File: src/buffer_defines.svh
`ifndef BUFFER_DEFINES_SVH
`define BUFFER_DEFINES_SVH

// number of channels, each with its own circular store
`define BUF_NCHAN 4

// samples packed into one memory word
`define BUF_NSAMP 6

// bits per sample
`define BUF_NBIT 12

// memory address width, the depth is 2**BUF_ADDRLEN words
`define BUF_ADDRLEN 10

// width of the request word; bits above BUF_ADDRLEN are ignored
// and the bottom two are forced to zero for alignment
`define BUF_ADDRBITS 12

// words read out per accepted request
`define BUF_RDLEN 24

// the memclk phase (0 to 3) in which a request can be taken
`define BUF_READOUT_PHASE 0

// clocks between neighboring channels on the read chain.
// this is set by the two register stages in each channel store
`define BUF_CHAN_STAGGER 2

`endif

File: src/buffer_pkg.sv
`include "buffer_defines.svh"

package buffer_pkg;

    // one digitizer sample, no sign interpretation here
    typedef logic [`BUF_NBIT-1:0] sample_t;

    // an address into one channel store
    typedef logic [`BUF_ADDRLEN-1:0] buf_addr_t;

    // one memory word seen two ways.
    // the memory only knows the flat vector, while the ports and
    // the testbench look at the individual samples
    typedef union packed {
        logic [`BUF_NSAMP*`BUF_NBIT-1:0] raw;
        sample_t [`BUF_NSAMP-1:0]        samples;
    } mem_word_u;

    // a read command travelling down the channel chain
    typedef struct packed {
        logic      en;
        buf_addr_t addr;
    } read_cmd_t;

    // one word per channel, channel 0 in the lowest slot
    typedef mem_word_u [`BUF_NCHAN-1:0] chan_words_t;

endpackage

File: src/write_timing.sv
`timescale 1ns/1ps
`include "buffer_defines.svh"

module write_timing (
    input  logic                  memclk,
    input  logic                  write_reset,
    input  logic                  memclk_sync_i,
    output logic [3:0]            phase_o,
    output buffer_pkg::buf_addr_t write_addr_o
);

    logic [3:0]            phase_q;
    buffer_pkg::buf_addr_t write_addr_q;

    // one-hot phase ring.
    // the sync pulse marks phase 0, so the cycle after it is phase 1.
    // bit 1 is loaded only from the sync input, which realigns the ring
    // on every pulse and keeps it all zero until the first one arrives
    always_ff @(posedge memclk) begin
        if (write_reset) begin
            phase_q <= 4'b0000;
        end else begin
            phase_q <= {phase_q[2:1], memclk_sync_i, phase_q[3]};
        end
    end

    // single write pointer shared by every channel store.
    // it sits at zero in the cycle after reset and wraps at the depth
    always_ff @(posedge memclk) begin
        if (write_reset) begin
            write_addr_q <= '0;
        end else begin
            write_addr_q <= write_addr_q + 1'b1;
        end
    end

    assign phase_o      = phase_q;
    assign write_addr_o = write_addr_q;

endmodule

File: config.mk
export PLATFORM = sky130hd
export DESIGN_NAME = write_timing
export DESIGN_NICKNAME = d
export VERILOG_FILES = /design/src/buffer_pkg.sv /design/src/write_timing.sv
export VERILOG_INCLUDE_DIRS = /design/src /design/src/src
export SDC_FILE = /design/constraint.sdc
export NUM_CORES = 1
export LEC_CHECK = 0
export CAP_MARGIN = 20
export CORE_MARGIN = 2
export CORE_UTILIZATION = 30
export CTS_CLUSTER_DIAMETER = 150
export DETAILED_ROUTE_END_ITERATION = 8
export DONT_BUFFER_PORTS = 1
export MAX_ROUTING_LAYER = met4
export PLACE_DENSITY = 0.51
export SYNTH_ARGS = -nofsm -noshare
export SYNTH_HDL_FRONTEND = slang
export SYNTH_SLANG_ARGS = --single-unit
export TNS_END_PERCENT = 50
File: constraint.sdc
create_clock -name memclk -period 1.3 [get_ports memclk]
set_input_delay 0.065 -clock memclk [delete_from_list [all_inputs] [get_ports memclk]]
set_output_delay 0.065 -clock memclk [all_outputs]
set_load 0.05 [all_outputs]
# Yosys cells after proc, flatten, opt, wreduce, memory -nomap -nowiden
# Cells that the tools add are included.
dict set report totals {
  rom_bits 0
  mem_count 0
  ff_bits 14
  out_inout_bits 14
  elab_cells 3
  input_bits 3
  ram_bits 0
  latchBits 0
}
dict set report classes {
  n_bitwise 0
  div 0
  eq_ne 0
  n_addsub 1
  n_mul 0
  mux 0
  n_shift 0
  magnitude_cmp 0
  reduce_logical 0
}
# cell count
set ops {}
lappend ops {{10-bit by 1-bit adder with 10-bit output, second input constant} 1}

# Logic depth before layout (Yosys ltp)
dict set report depth {
  ltp_word 1
  depth_mapped 4
  mapped_depth_nobuf 4
}

# Least setup slack after synthesis
# OpenSTA, ideal clock, no wires.
dict set report synth_timing {
  kind {register -> register}
  from {register write_addr_q[0], in the netlist write_addr_o[0]}
  to {register write_addr_q[6], in the netlist write_addr_o[6]}
  path_slack_ns -0.332
  t_arrival_ns 1.562
  required_ns 1.229
  n_path_buf 0
  synth_period_minus_slack_ns 1.632
  stages_incl_launch_ff 5
  path_cell_list {dfxtp_1 -> ha_1 -> nand4_1 -> or3_1 -> a21oi_1}
}
dict set report synth_between {
  elab_chain_cells 1
}
# item line_no
set synth_rtl {}
lappend synth_rtl {{start: declaration} write_timing.sv:13} ;# buffer_pkg::buf_addr_t write_addr_q;
lappend synth_rtl {{start signal: assignment} write_timing.sv:33} ;# write_addr_q <= write_addr_q + 1'b1;
lappend synth_rtl {{10-bit by 1-bit adder with 10-bit output} write_timing.sv:33}
# No other way between the ends.
# A chain may end at the register's enable or synchronous reset.

# Worst setup path after layout
dict set report layout_timing {
  from {register write_addr_q[5], in the netlist write_addr_o[5]}
  to {register write_addr_q[9], in the netlist write_addr_o[9]}
}
# The elaborated chain is that of the path after synthesis.

==> impl_results.md <==
- HP Class: in2reg
- Setup TNS: 0 ns
- CTS tree: done
- H-tree depth: 1
- Post-route DRC: 0
- Area Overhead vs Synth: 44.0%
- Setup crit start: write_addr_o[5]
- Yosys warnings: 0
- Remaining Overflow, GRT: 0
- Crit. End Element: flip-flop
- Relative slew slack: 66.8%
- Nets: 77
- DP Area: 669 um2
- Top FF cell, synth: dfxtp_1
- I/O pin count: 17
- I/O Buffers: 0
- Fillers: 157
- Post-synth ARST share: 0%
- Reg2reg start: write_addr_o[5]
- Initial core utilization: 33.0%
- Post-CTS Setup Bufs: 0
- Synth cell count leaders: dfxtp_1 (14), nor2b_1 (6), nor2_1 (5), a21oi_1 (4)
- Vias/cell: 4.98
- CTS buffer count: 3
- Required time of the critical path: 1.47 ns
- Pwr dens: 1130 nW/um2
- Cells after DPL: 82
- Root Driver: clkbuf_4
- Total track usage: 12.4%
- FMAX: 815 MHz
- Pins Over Slew Limit: 0
- #FFs+latches synth: 14
- Clk sinks: 14
- Vias in the first global route: 417
- Cells after Synth: 53
- Largest net degree at the start of global routing: 14
- Leak: 0.285 nW
- CP max FO: 6
- CP Class: reg2reg
- Gpl congestion: 0.731
- Die extent in x: 45.4 um
- Worst Clk Skew: 0.000959 ns
- Post-synth EDFFs: 0
- Syn_area_per_cell: 9.70 um2
- Full die area: 2060 um2
- Initial antenna violation count: 0
- Final instance area: 741 um2
- Most common cell in the netlist: dfxtp_1
- Final setup violation count: 0
- Top cells by area, synth: dfxtp_1 (55%), nor2b_1 (7.3%), a21oi_1 (3.9%), nor2_1 (3.6%), or3_1 (3.6%)
- Startpoint types: flip-flop
- Distinct cells, synth: 19
- Clock Path Buffers: 2
- ANT nets after route: 0
- WL/cell: 11.8 um
- Row cnt: 14
- Layout cell share with drive strength beyond 1: 45.8%
- Max Cap Viol: 0
- Worst-Skew Late Latency: 0.27 ns
- Area share of the largest cell type after synthesis: 54.5%
- Mapped cell area: 514 um2
- Post-Syn Nets: 57
- Post-synthesis sequential area ratio: 54.5%
- Hold path start: write_reset
- Synth area leader: dfxtp_1
- Worst Tran Pin Value: 0.497 ns
- Fin cells: 88
- Final min period: 1.23 ns
- Sequential cell area: 312 um2
- WP data arrival: 1.40 ns
- Vias: 438
- Multi-input logic area: 236 um2
- Status: completed
- Reg clk slew, reported paths: 0.08 ns
- Detailed-placement wirelength estimate: 736 um
- Drt first pass iters: 2
- CORE AREA: 1560 um2
- Crit share post-route: 94.3%
- First-pass GRT wire length: 1750 um
- Die H: 45.4 um
- Final-report hold violation count: 0
- Routed WL: 1040 um
- Detailed router's first-iteration violation count: 2
- RSZ-0062 raised after global routing: no
- Number of diodes: 0
- VDD IR-drop max: 0.789 mV
cell usage in the layout (no fill, tap or decap):
cell type       n
buf_4          14
dfxtp_4         8
nor2b_1         6
nor2_1          5
dfxtp_1         5
inv_1           3
o21ai_0         3
or3_1           3
a21oi_1         3
clkbuf_4        3
nand3_1         2
xnor2_1         2
dlygate4sd3_1   2
xor2_1          1
nand3_2         1
nand4_1         1
nand2_1         1
nand4_2         1
o31ai_1         1
or4_1           1
a21oi_2         1
nor4_2          1
mux2_2          1
ha_2            1
clkbuf_8        1
dfxtp_2         1
timing repair:
action | CTS | global route
setup endpoints to repair | 0 | 2
hold buffers | 2 | 0
resized for setup | 0 | 3
hold endpoints to repair | 13 | 0
worst max-delay path, cell delays in order (launching register included):
cell,delay [ns]
dfxtp_4,0.38
nand3_2,0.10
nor4_2,0.28
mux2_2,0.36
where the power goes:
part	switching [W]	internal, W	total (W)
clock	0.000136	0.000170	0.000306
sequential	0.0000122	0.000430	0.000442
combinational	0.0000607	0.0000301	0.0000908
total	0.000209	0.000630	0.000839
area by class of cell:
cell class              instances  area share (%)
well taps                      16            2.70
inverters                       3            1.52
flip-flops and latches         14            42.1
multi-input cells              35            31.9
clock buffers                   4            4.90
repair buffers                 16            16.9
registers in the layout (all words and copies together), names as in the netlist:
name and count:
write_addr_o 10, phase_o 4
through the flow:
stage	hold slack [ns]	power (W)	utilization (%)	setup WS, ns
after floorplan	0.137	0.000512	-	0.00302
after global placement	0.125	0.000533	42.9	0.0475
after detailed placement	0.126	0.000533	42.9	0.0291
after CTS	0.00748	0.000854	46.5	0.0178
after global routing	0.00202	0.000875	47.5	0.00290
final	0.0164	0.000839	47.5	0.0737
worst paths after layout:
kind                                        end  slack [ns]  depth (start not counted)
worst max-delay path            write_addr_o[9]        0.07                          3
worst min-delay path            write_addr_o[9]        0.02                          2
worst max register to register  write_addr_o[9]        0.07                          3
worst min register to register       phase_o[3]        0.47                          1
logic make-up after synthesis:
kind of cell,Yosys count,share of synthesized area (%)
simple gates,22,24.6
flops,14,54.5
compound gates,8,8.27
buf+inv,4,2.92
xor+xnor,3,5.11
mux,1,2.19
fa+ha+maj,1,2.43
metal layers:
| layer | up-vias | track usage [%] | wire, um |
|---|---|---|---|
| li1 | 221 | - | - |
| met1 | 202 | 14.3 | 474 |
| met2 | 15 | 18.9 | 492 |
| met3 | 0 | 6.35 | 68 |
| met4 | 0 | 3.53 | 0 |
| met5 | - | - | 0 |
(Power assumes the default switching activity.)
