<file path="config.mk">
export PLATFORM = sky130hd
export DESIGN_NAME = readout_sequencer
export DESIGN_NICKNAME = d
export VERILOG_FILES = /design/src/buffer_pkg.sv /design/src/readout_sequencer.sv
export VERILOG_INCLUDE_DIRS = /design/src /design/src/src
export SDC_FILE = /design/constraint.sdc
export NUM_CORES = 1
export LEC_CHECK = 0
export ABC_AREA = 1
export ABC_CLOCK_PERIOD_IN_PS = 1500
export BUFFER_PORTS_ARGS = -buffer_cell sky130_fd_sc_hd__clkbuf_2
export CAP_MARGIN = 20
export CORE_UTILIZATION = 34
export CTS_BUF_LIST = sky130_fd_sc_hd__clkbuf_2
export DETAILED_ROUTE_END_ITERATION = 16
export PLACE_DENSITY = 0.56
export SETUP_SLACK_MARGIN = 0.15
export SYNTH_ARGS = -nofsm -noshare
export SYNTH_HDL_FRONTEND = slang
export SYNTH_SLANG_ARGS = --single-unit
export TNS_END_PERCENT = 50
</file>
<file path="constraint.sdc">
create_clock -name memclk -period 1.5 [get_ports memclk]
set_input_delay 0.15 -clock memclk [delete_from_list [all_inputs] [get_ports memclk]]
set_output_delay 0.15 -clock memclk [all_outputs]
set_load 0.01 [all_outputs]
</file>
<file path="src/buffer_defines.svh">
`ifndef BUFFER_DEFINES_SVH
`define BUFFER_DEFINES_SVH

// number of channels, each with its own circular store
`define BUF_NCHAN 4

// samples packed into one memory word
`define BUF_NSAMP 6

// bits per sample
`define BUF_NBIT 12

// memory address width, the depth is 2**BUF_ADDRLEN words
`define BUF_ADDRLEN 10

// width of the request word; bits above BUF_ADDRLEN are ignored
// and the bottom two are forced to zero for alignment
`define BUF_ADDRBITS 12

// words read out per accepted request
`define BUF_RDLEN 24

// the memclk phase (0 to 3) in which a request can be taken
`define BUF_READOUT_PHASE 0

// clocks between neighboring channels on the read chain.
// this is set by the two register stages in each channel store
`define BUF_CHAN_STAGGER 2

`endif

</file>
<file path="src/buffer_pkg.sv">
`include "buffer_defines.svh"

package buffer_pkg;

    // one digitizer sample, no sign interpretation here
    typedef logic [`BUF_NBIT-1:0] sample_t;

    // an address into one channel store
    typedef logic [`BUF_ADDRLEN-1:0] buf_addr_t;

    // one memory word seen two ways.
    // the memory only knows the flat vector, while the ports and
    // the testbench look at the individual samples
    typedef union packed {
        logic [`BUF_NSAMP*`BUF_NBIT-1:0] raw;
        sample_t [`BUF_NSAMP-1:0]        samples;
    } mem_word_u;

    // a read command travelling down the channel chain
    typedef struct packed {
        logic      en;
        buf_addr_t addr;
    } read_cmd_t;

    // one word per channel, channel 0 in the lowest slot
    typedef mem_word_u [`BUF_NCHAN-1:0] chan_words_t;

endpackage

</file>
<file path="src/readout_sequencer.sv">
`timescale 1ns/1ps
`include "buffer_defines.svh"

module readout_sequencer (
    input  logic                          memclk,
    input  logic                          write_reset,
    input  logic [3:0]                    phase_i,
    input  logic [`BUF_ADDRBITS-1:0]      req_data_i,
    input  logic                          req_valid_i,
    output logic                          req_ready_o,
    output logic                          begin_o,
    output buffer_pkg::read_cmd_t         cmd_o
);

    localparam int rem_w = $clog2(`BUF_RDLEN);

    logic                  running_q;
    logic                  begin_q;
    logic                  cmd_en_q;
    logic [rem_w-1:0]      rem_q;
    buffer_pkg::buf_addr_t cmd_addr_q;
    logic                  ready;
    logic                  accept;
    logic                  last_cmd;

    // requests line up with one fixed phase so the readout timing
    // relative to the write side is always known
    assign ready    = phase_i[`BUF_READOUT_PHASE] && !running_q;
    assign accept   = req_valid_i && ready;
    assign last_cmd = cmd_en_q && (rem_q == '0);

    always_ff @(posedge memclk) begin
        if (write_reset) begin
            running_q <= 1'b0;
            begin_q   <= 1'b0;
            cmd_en_q  <= 1'b0;
            rem_q     <= '0;
        end else begin
            begin_q <= accept;

            // busy from acceptance through the last command
            if (accept) begin
                running_q <= 1'b1;
            end else if (last_cmd) begin
                running_q <= 1'b0;
            end

            // commands start the cycle after the begin pulse.
            // rem_q counts the commands still to come after this one
            if (begin_q) begin
                cmd_en_q <= 1'b1;
                rem_q    <= rem_w'(`BUF_RDLEN - 1);
            end else if (last_cmd) begin
                cmd_en_q <= 1'b0;
            end else if (cmd_en_q) begin
                rem_q <= rem_q - 1'b1;
            end
        end
    end

    // start address is forced onto a four word boundary.
    // it steps once per command and wraps with the address width
    always_ff @(posedge memclk) begin
        if (accept) begin
            cmd_addr_q <= {req_data_i[`BUF_ADDRLEN-1:2], 2'b00};
        end else if (cmd_en_q) begin
            cmd_addr_q <= cmd_addr_q + 1'b1;
        end
    end

    assign req_ready_o = ready;
    assign begin_o     = begin_q;
    assign cmd_o.en    = cmd_en_q;
    assign cmd_o.addr  = cmd_addr_q;

endmodule

</file>
## After elaboration in Yosys (flattened, before gate mapping)

Index checks and enable logic that the tools add are counted.

- Output and inout port bits: 13
- Logic and storage cells: 31
- Flip-flop bits (word level): 18
- Input port bits: 19

- Add/sub/neg operators: 2
- Multiplexer cells: 8
- Reductions and logical operators: 12
- Equal/unequal tests: 1
- Bitwise logic cells: 1

Operator list:

| operator | count |
|---|---|
| 2-to-1 mux 10 bit | 2 |
| 2-to-1 mux 5 bit | 3 |
| adder 10 x 1 -> 10 bit, second input constant | 1 |
| nonzero test 2 bit | 4 |
| logical NOT 5 bit | 1 |
| subtractor 5 x 1 -> 5 bit, second input constant | 1 |
| AND reduction 2 bit | 2 |
| logical AND 1 bit | 3 |
| 2-to-1 mux 1 bit | 3 |
| != test 2 bit, second input constant | 1 |
| OR reduction 2 bit | 1 |
| logical NOT 1 bit | 1 |
| inverter 1 bit | 1 |

## Longest topological paths before layout

Gate-level depths: netlist of run 1.

- Depth after elaboration: 4
- Gate-level depth with buffers: 7
- Mapped depth without buffers: 7

## Worst setup path before layout of run 1

OpenSTA, ideal clock, no wires.

- Kind: register to register
- Start point: reg cmd_addr_q[0]
- End point: reg cmd_addr_q[8], data pin
- Clock period less this slack: 1348 ps
- Path slack: 152 ps
- Library setup time: 253 ps
- Stages on the path, launching flop included: 7
- Buffers on the path: 0
- Required time: 1247 ps
- Data arrival time: 1095 ps
- Path through: dfxtp_1 -> ha_1 -> nand2_2 -> nor2_4 -> nand4_1 -> nand3_1 -> nand2_1

- Cells in the longest elaborated chain, start to end: 3

RTL lines:

| what | line | text |
|---|---|---|
| from (decl) | readout_sequencer.sv:21 | `buffer_pkg::buf_addr_t cmd_addr_q;` |
| from (signal assigned) | readout_sequencer.sv:65 | `` cmd_addr_q <= {req_data_i[`BUF_ADDRLEN-1:2], 2'b00}; `` |
| from (signal assigned) | readout_sequencer.sv:67 | `cmd_addr_q <= cmd_addr_q + 1'b1;` |
| adder 10 x 1 -> 10 bit | readout_sequencer.sv:67 |  |
| 2-to-1 mux 10 bit | readout_sequencer.sv:66 | `end else if (cmd_en_q) begin` |
| 2-to-1 mux 10 bit | readout_sequencer.sv:64 | `if (accept) begin` |

Every way passes these cells. The select of a mux whose other input is x is not followed.
A chain may end at the register's enable or synchronous reset.

## Final worst setup path of run 1

- Start point: reg cmd_addr_q[1]
- End point: reg cmd_addr_q[8], data pin

The elaborated chain is that of the path after synthesis.

==> results of run 1 <==
[kinds of logic after synthesis]
family                   Yosys count
adder cells (fa/ha/maj)            2
XOR/XNOR                           1
AO/OA/AOI/OAI                     16
AND/OR/NAND/NOR                   75
flip-flops                        18
buffers and inverters             22
[path summary, 6_finish.rpt]
kind,endpoint,slack (ps),depth (start not counted)
worst max-delay path,cmd_addr_q[8],230,6
worst min-delay path,cmd_en_q,100,2
worst max register to register,cmd_addr_q[8],230,6
worst min register to register,rem_q[4],490,2
[through the flow]
step | util | total power, mW | setup WS [ps] | instances | cell area (um^2)
final | 0.426 | 0.999 | 229 | 192 | 1180
after global placement | 0.417 | 0.804 | 178 | 189 | 1160
after CTS | 0.423 | 1.01 | 190 | 192 | 1180
after detailed placement | 0.417 | 0.812 | 134 | 189 | 1160
after floorplan | - | 0.729 | 152 | 134 | 1000
after global routing | 0.426 | 1.06 | 159 | 192 | 1180
[state kept, by name, indices dropped and copies added (netlist names)]
signal / count
rem_q: 5
running_q: 1
cmd_addr_q: 10
begin_o: 1
cmd_en_q: 1
[metal layers]
layer / global-route usage / vias up
li1: - / 486
met1: 0.163 / 427
met2: 0.259 / 33
met3: 0.0207 / 2
met4: 0.0557 / 0
met5: 0 / -
[synth_stat cells (3+ instances only)]
cell type / instances / share of area
edfxtp_1: 8 / 0.24
dfxtp_1: 10 / 0.20
nand3_1: 9 / 0.045
inv_1: 18 / 0.067
o21ai_0: 3 / 0.015
nand3_2: 3 / 0.030
nand4_1: 3 / 0.019
nand2_1: 37 / 0.14
nor2_1: 16 / 0.060
o21ai_1: 5 / 0.025
a21oi_1: 5 / 0.025
[layout make-up]
| class | count | area, um^2 |
|---|---|---|
| Clock buffer | 3 | 15.0 |
| Fill cell | 299 | 1600 |
| Inverter | 20 | 78.8 |
| Multi-Input combinational cell | 94 | 473 |
| Sequential cell | 18 | 444 |
| Tap cell | 31 | 38.8 |
| Timing Repair Buffer | 26 | 135 |
[where the power goes]
part | internal, mW | total, mW | switching (mW)
registers | 0.554 | 0.584 | 0.0301
logic | 0.0855 | 0.217 | 0.132
clock network | 0.0546 | 0.198 | 0.144
total | 0.694 | 0.999 | 0.306
[what timing repair did]
item,CTS,global route
gates resized for setup,1,3
cloned,0,0
endpoints found under the setup margin,3,5
setup buffers,0,0
pin swaps,0,1
==> results.yml, run 1 <==
global_route:
  grt_start_max_net_pins: 10
  gr-total-overflow: 0
  grt_pass1_vias: 875
  grt_pass1_wl_mm: 3.53
  grt_use_total: 0.141
  antenna_found_initial: 0
sta:
  fin_crit_sh: 0.847
  rsz0062_at_grt: "no"
  setup-tns-final_ps: 0
  final.min_clock_period_ps: 1270
  whs_ps: 99.2
  maxClockFrequency_mhz: 787
  finalHoldViolations: 0
  maxSlewViolCount: 0
  finalSetupViolations: 0
  worst_slew_pin_slew_ps: 233
  max_slew_margin: 0.844
  clock_skew_ps: 10.7
pwr:
  vdd_drop_max_uv: 494
  power_density_nw_per_um2: 844
  p_leak_nw: 0.596
clock_tree:
  cts_buffers: 3
  root_buffer: "clkbuf_2"
  clkSlewWorstSetupHoldPaths_ps: 170
  tritoncts: "yes"
  cts_buffer_depth: 2
  clkSinkCount: 18
  h-tree-depth: 1
  cts_hold_buffers: 0
  clk-insertion-delay-late_ps: 290
yosys:
  synth_cells: 134
  yosysWarnings: 0
  yosys.area_share.simple: 0.348
  synth.avg_cell_area_um2: 7.47
  synthArstFlopShare: 0
  synth_top_family_by_area: "simple AND/OR/NAND/NOR gates"
  synth_edf_count: 8
  syn_nets: 155
  synthAdderAreaFrac: 0.0250
  syn_area_um2: 1000
  synth_cell_types: 24
  muxShareOfSynthArea: 0
  synth-compound-area-share: 0.0888
  yosys.area_share.xor_xnor: 0.00875
  ys_ff_latch: 18
  synth_flop_cell: "dfxtp_1"
  ys_seq_area_frac: 0.440
setup_path:
  reg2reg_from: "cmd_addr_q[1]"
  crit_type: "reg2reg"
  path_buf_inv: 0
  max_stage_delay_ps: 410
  critical_path.top_delay_family: "simple AND/OR/NAND/NOR gates"
  critPathLaunch: "cmd_addr_q[1]"
  start_kind: "register"
  worstPathRequired_ps: 1580
  cp_cell_sequence: "ha_1, nand2_2, nor2_4, nand4_1, nand3_1, nand2_1"
  crit_arrival_ps: 1350
  cp_max_fo: 5
  critPathSlowestCell: "dfxtp_4"
  endpoint_kind: "register"
die:
  die_h_um: 56.3
  die-area_um2: 3170
  ios: 32
  start_util: 0.360
  row_count: 19
  die_w_um: 56.3
  coreArea_um2: 2780
finish:
  final_common_cell: "nand2_1"
  final_cell_mix: "nand2_1 (36), clkbuf_2 (27), inv_1 (18)"
  n_antenna_cell: 0
  nets: 184
  area_growth_pct: 18.4
  drive_above_1_share: 0.267
routing:
  ant_nets: 0
  viasPerCell: 4.94
  wirelength_mm: 2.10
  drt_iter0_markers: 37
  routed.top_layer: "met4"
  dr.pass1.iters: 4
  wl_met2_mm: 1.03
  route.met3.wl_um: 105
  met1Wirelength_um: 954
  avgRoutedWirePerCell_um: 10.9
  drc: 0
  vias: 948
run_status:
  status: "complete, no violations"
worst_hold_path:
  hold_class: "in2reg"
  min_from: "write_reset"
place:
  dp_hpwl_mm: 1.59
  routabilityCongestion: 0.804
  io_buffers: 24
flow_run:
  drv_cap: 0
No activity file was read; power rests on OpenSTA's default activity.
==> run 2: changes to the inputs <==
Settings changed: ABC_AREA 1 to 0, ABC_CLOCK_PERIOD_IN_PS 1500 to 1300, PLACE_DENSITY 0.56 to 0.57.
Clock period 1.5 ns to 1.3 ns, I/O delays scaled along.
==> results.yml, run 2 <==
run_status:
  status: "complete, but fails checks"
  violations: "negative setup slack"
place:
  post-place-ws_ps: -254
  io_buffers: 24
  routabilityCongestion: 0.756
  dp_hpwl_mm: 1.44
pwr:
  p_leak_nw: 0.568
  vdd_drop_max_uv: 550
  power_density_nw_per_um2: 914
yosys:
  yosys.area.top_type: "edfxtp_1"
  synth_cells: 95
  yosysTopAreaCellShare: 0.268
  ys_ff_latch: 18
  netlist_top_cells_count: "nand2_1 (13), dfxtp_1 (10), edfxtp_1 (8)"
  synth.avg_cell_area_um2: 9.44
  yosys.area_share.xor_xnor: 0.107
  syn_nets: 116
  synth-compound-area-share: 0.106
  synthArstFlopShare: 0
  synth_top_family_by_area: "simple AND/OR/NAND/NOR gates"
  synth_edf_count: 8
  muxShareOfSynthArea: 0.0237
  synthAdderAreaFrac: 0.0279
  yosys.area_share.simple: 0.201
  yosysWarnings: 0
  synth.most_common_cell: "nand2_1"
  ys_seq_area_frac: 0.491
  synth_area_leaders: "edfxtp_1 (27%), dfxtp_1 (22%), xnor2_1 (6.8%), nand2_1 (5.4%), o21ai_0 (3.9%)"
  synth_cell_types: 29
  syn_area_um2: 897
  synth_flop_cell: "dfxtp_1"
sta:
  fin_crit_sh: 1.21
  worst_slew_pin_slew_ps: 302
  setup_ws_ps: -277
  maxSlewViolCount: 0
  max_slew_margin: 0.796
  final.min_clock_period_ps: 1580
  setup-tns-final_ps: -751
  maxClockFrequency_mhz: 634
  clock_skew_ps: 7.31
  finalSetupViolations: 6
  finalHoldViolations: 0
  rsz0062_at_grt: "yes"
setup_path:
  cp_max_fo: 2
  path_buf_inv: 1
  crit_type: "reg2reg"
  worstPathRequired_ps: 1540
  endpoint_kind: "register"
  crit_arrival_ps: 1820
  critPathSlowestCell: "or4b_4"
  cp_cell_sequence: "inv_2, ha_4, or4b_4, nand2_4, mux2_4, a21oi_2"
  max_stage_delay_ps: 470
  critical_path.top_delay_family: "simple AND/OR/NAND/NOR gates"
  start_kind: "register"
finish:
  drive_above_1_share: 0.514
  final_common_cell: "clkbuf_2"
  largest-register: "cmd_addr_q"
  final_cell_mix: "clkbuf_2 (21), buf_6 (15), nand2_1 (13)"
  fillers: 248
  area_growth_pct: 53.3
  largest_reg_flops: 10
  nets: 160
  top_regs: "cmd_addr_q: 10 flops, rem_q: 5 flops"
  n_antenna_cell: 0
clock_tree:
  root_buffer: "clkbuf_2"
  clkSinkCount: 18
  clkSlewWorstSetupHoldPaths_ps: 160
  h-tree-depth: 1
  clk-insertion-delay-late_ps: 300
  cts_buffer_depth: 2
  tritoncts: "yes"
  cts_buffers: 3
routing:
  wirelength_mm: 1.98
  vias: 793
  avgRoutedWirePerCell_um: 11.8
  drc: 0
  dr.pass1.iters: 4
  drt_iter0_markers: 4
  ant_nets: 0
  viasPerCell: 4.72
global_route:
  antenna_found_initial: 0
  gr-total-overflow: 0
  grt_pass1_vias: 738
  grt_use_total: 0.155
  grt_pass1_wl_mm: 3.11
  grt_start_max_net_pins: 11
die:
  die_w_um: 53.4
  die-area_um2: 2850
  die_h_um: 53.4
  row_count: 18
  coreArea_um2: 2480
  start_util: 0.362
  ios: 32
worst_hold_path:
  hold_class: "in2reg"
flow_run:
  drv_cap: 0
==> run 2: final cells by class <==
class	instances	area, um^2	share of cell area
repair buffers	43	349	0.254
flip-flops and latches	18	450	0.328
clock buffers	4	20.0	0.0146
multi-input cells	68	499	0.363
well taps	30	37.5	0.0273
inverters	5	18.8	0.0136
==> run 2: per-stage QoR <==
stage	power [mW]	hold slack [ps]	utilization	instance area (um^2)	cells
floorplan	0.847	304	-	971	95
global placement	0.955	403	0.494	1220	159
detailed placement	0.962	403	0.494	1220	159
CTS	1.26	57.6	0.531	1320	167
global route	1.33	72.7	0.555	1380	168
finish	1.26	91.6	0.555	1380	168
==> run 2: path summary, 6_finish.rpt <==
path	start	to	slack, ps	cells after the start
max	rem_q[1]	rem_q[1]	-280	6
min	write_reset	rem_q[1]	90	2
max reg2reg	rem_q[1]	rem_q[1]	-280	6
min reg2reg	running_q	running_q	510	2
==> run 2: cells by family (layout without fill, tap and decap cells) <==
group | after synthesis | after routing
multiplexers | 2 | 2
XOR/XNOR | 11 | 11
AND/OR/NAND/NOR | 36 | 36
adder cells (fa/ha/maj) | 2 | 2
buffers and inverters | 9 | 52
flip-flops | 18 | 18
AO/OA/AOI/OAI | 17 | 17
==> run 2: report_power, final <==
group	switching [mW]	total (mW)	internal (mW)
combinational	0.142	0.322	0.180
sequential	0.0411	0.683	0.642
clock	0.170	0.251	0.0815
==> run 2: worst register-to-register path: stages (launching register included) <==
cell	delay [ps]
dfxtp_2	360
inv_2	70
ha_4	130
or4b_4	470
nand2_4	80
mux2_4	300
a21oi_2	110
==> run 2: repair_timing <==
item                                    4_1_cts  5_1_grt
resized for setup                            10       17
setup buffers                                 4        1
pin swaps                                     4        3
gates cloned                                  0        0
hold buffers                                  0        0
endpoints found under the setup margin       27       29
==> run 2: layer usage <==
metal,up-vias,global-route usage,routed length [um]
met2,16,0.254,984
met4,0,0.0395,10
li1,413,-,-
met1,362,0.192,902
met5,-,0,0
met3,2,0.0517,78
==> run 3: changes to the inputs <==
Settings changed: CTS_BUF_LIST sky130_fd_sc_hd__clkbuf_2 to sky130_fd_sc_hd__clkbuf_16.
==> results.yml, run 3 (synthesis gave the netlist of run 2 again) <==
global_route:
  gr-total-overflow: 0
  grt_pass1_wl_mm: 3.08
  grt_pass1_vias: 718
  grt_start_max_net_pins: 11
  grt_use_total: 0.157
  antenna_found_initial: 0
finish:
  largest_reg_flops: 10
  final_common_cell: "clkbuf_2"
  final_cell_mix: "clkbuf_2 (24), buf_4 (18), nand2_1 (13)"
  fillers: 246
  top_regs: "cmd_addr_q: 10 flops, rem_q: 5 flops"
  multi_input_comb_area_um2: 499
  drive_above_1_share: 0.500
  n_antenna_cell: 0
  nets: 160
  area_growth_pct: 51.5
  largest-register: "cmd_addr_q"
  regArea_um2: 449
  finalInstanceArea_um2: 1360
pwr:
  power_density_nw_per_um2: 1160
  vdd_drop_max_uv: 931
  p_leak_nw: 0.568
  power.total_mw: 1.58
clock_tree:
  cts_hold_buffers: 0
  cts_buffers: 3
  cts_buffer_depth: 2
  tritoncts: "yes"
  clkSlewWorstSetupHoldPaths_ps: 50
  clkSinkCount: 18
  clk-insertion-delay-late_ps: 250
  root_buffer: "clkbuf_16"
  h-tree-depth: 1
worst_hold_path:
  min_to: "cmd_addr_q[2]"
  hold_class: "in2reg"
  min_from: "req_data_i[2]"
  min_path_cells: 3
sta:
  maxClockFrequency_mhz: 639
  fin_crit_sh: 1.20
  worst_slew_pin_slew_ps: 299
  rsz0062_at_grt: "yes"
  finalHoldViolations: 0
  setup_ws_ps: -265
  final.min_clock_period_ps: 1570
  clock_skew_ps: 2.90
  maxSlewViolCount: 0
  max_slew_margin: 0.798
  finalSetupViolations: 5
routing:
  wirelength_mm: 1.93
  drc: 0
  drt_iter0_markers: 7
  ant_nets: 0
  vias: 794
  dr.pass1.iters: 4
  viasPerCell: 4.73
  avgRoutedWirePerCell_um: 11.5
run_status:
  violations: "negative setup slack"
  status: "complete, but fails checks"
setup_path:
  crit_type: "reg2reg"
  cp_max_fo: 2
  crit_arrival_ps: 1740
  cp_cell_sequence: "inv_2, ha_4, or4b_4, nand2_4, mux2_4, a21oi_2"
  r2r_cells: 6
  r2r_slack_ps: -270
  reg2reg_from: "rem_q[1]"
  path_buf_inv: 1
  critPathSlowestCell: "or4b_4"
  endpoint_kind: "register"
  critPathLaunch: "rem_q[1]"
  start_kind: "register"
  worstPathRequired_ps: 1480
  max_stage_delay_ps: 470
  critical_path.top_delay_family: "simple AND/OR/NAND/NOR gates"
  r2r_end: "rem_q[1]"
place:
  post-place-ws_ps: -254
  dp_hpwl_mm: 1.44
  placed_cell_area_um2: 1220
  io_buffers: 24
  routabilityCongestion: 0.756
die:
  die-area_um2: 2850
  ios: 32
  row_count: 18
  start_util: 0.362
  die_h_um: 53.4
  coreArea_um2: 2480
  die_w_um: 53.4
flow_run:
  drv_cap: 0
-- run 3: cell count changes in the layout (fill, tap and decap cells not counted) --
cell,delta
buf_6,-15
inv_1,+1
clkbuf_16,+3
clkbuf_2,+3
buf_4,+8
dfxtp_1,+1
dfxtp_2,-1
-- run 3: where the power goes --
part / internal (mW) / leakage [nW] / switching, mW
Sequential: 0.644 / 0.161 / 0.0424
Clock: 0.408 / 0.0423 / 0.200
Combinational: 0.152 / 0.365 / 0.132
-- run 3: tightest hold or removal path, stage by stage --
cell and delay, ps:
clkbuf_2 80, nand2_1 40, nand2_1 40
-- run 3: layer usage --
metal  vias to the layer above  GRT usage  share of wire
met1                       356      0.190           0.46
met2                        18      0.250           0.49
met5                         -          0              0
li1                        416          -              -
met4                         0     0.0658          0.011
met3                         4     0.0517          0.042
-- run 3: worst max-delay path by stage --
| stage | to | slack, ps | cells after the start |
|---|---|---|---|
| after global routing | rem_q[1] | -320 | 6 |
| after detailed placement | rem_q[1] | -250 | 6 |
| after floorplan | rem_q[1] | -200 | 6 |
| after global placement | rem_q[1] | -210 | 6 |
| after CTS | rem_q[1] | -260 | 6 |
| final | rem_q[1] | -270 | 6 |
-- run 3: area by class of cell --
| type | instances | area share |
|---|---|---|
| clock buffer | 3 | 0.0552 |
| clock inverter | 1 | 0.00276 |
| inverter | 5 | 0.0138 |
| multi-input combinational | 68 | 0.367 |
| sequential | 18 | 0.331 |
| tap | 30 | 0.0276 |
| timing repair buffer | 43 | 0.203 |
-- run 3: what timing repair did --
item,4_1_cts,5_1_grt
endpoints found under the hold margin,0,0
setup buffers,1,4
setup endpoints to repair,19,22
pin swaps,3,4
resized for setup,2,1
-- run 3: metrics by stage --
step	cells	hold slack, ps	util	TNS (ps)
2_1_floorplan	95	304	-	-340
3_3_place_gp	159	403	0.494	-484
3_5_place_dp	159	403	0.494	-632
4_1_cts	164	143	0.534	-638
5_1_grt	168	160	0.548	-1170
6_report	168	148	0.548	-624
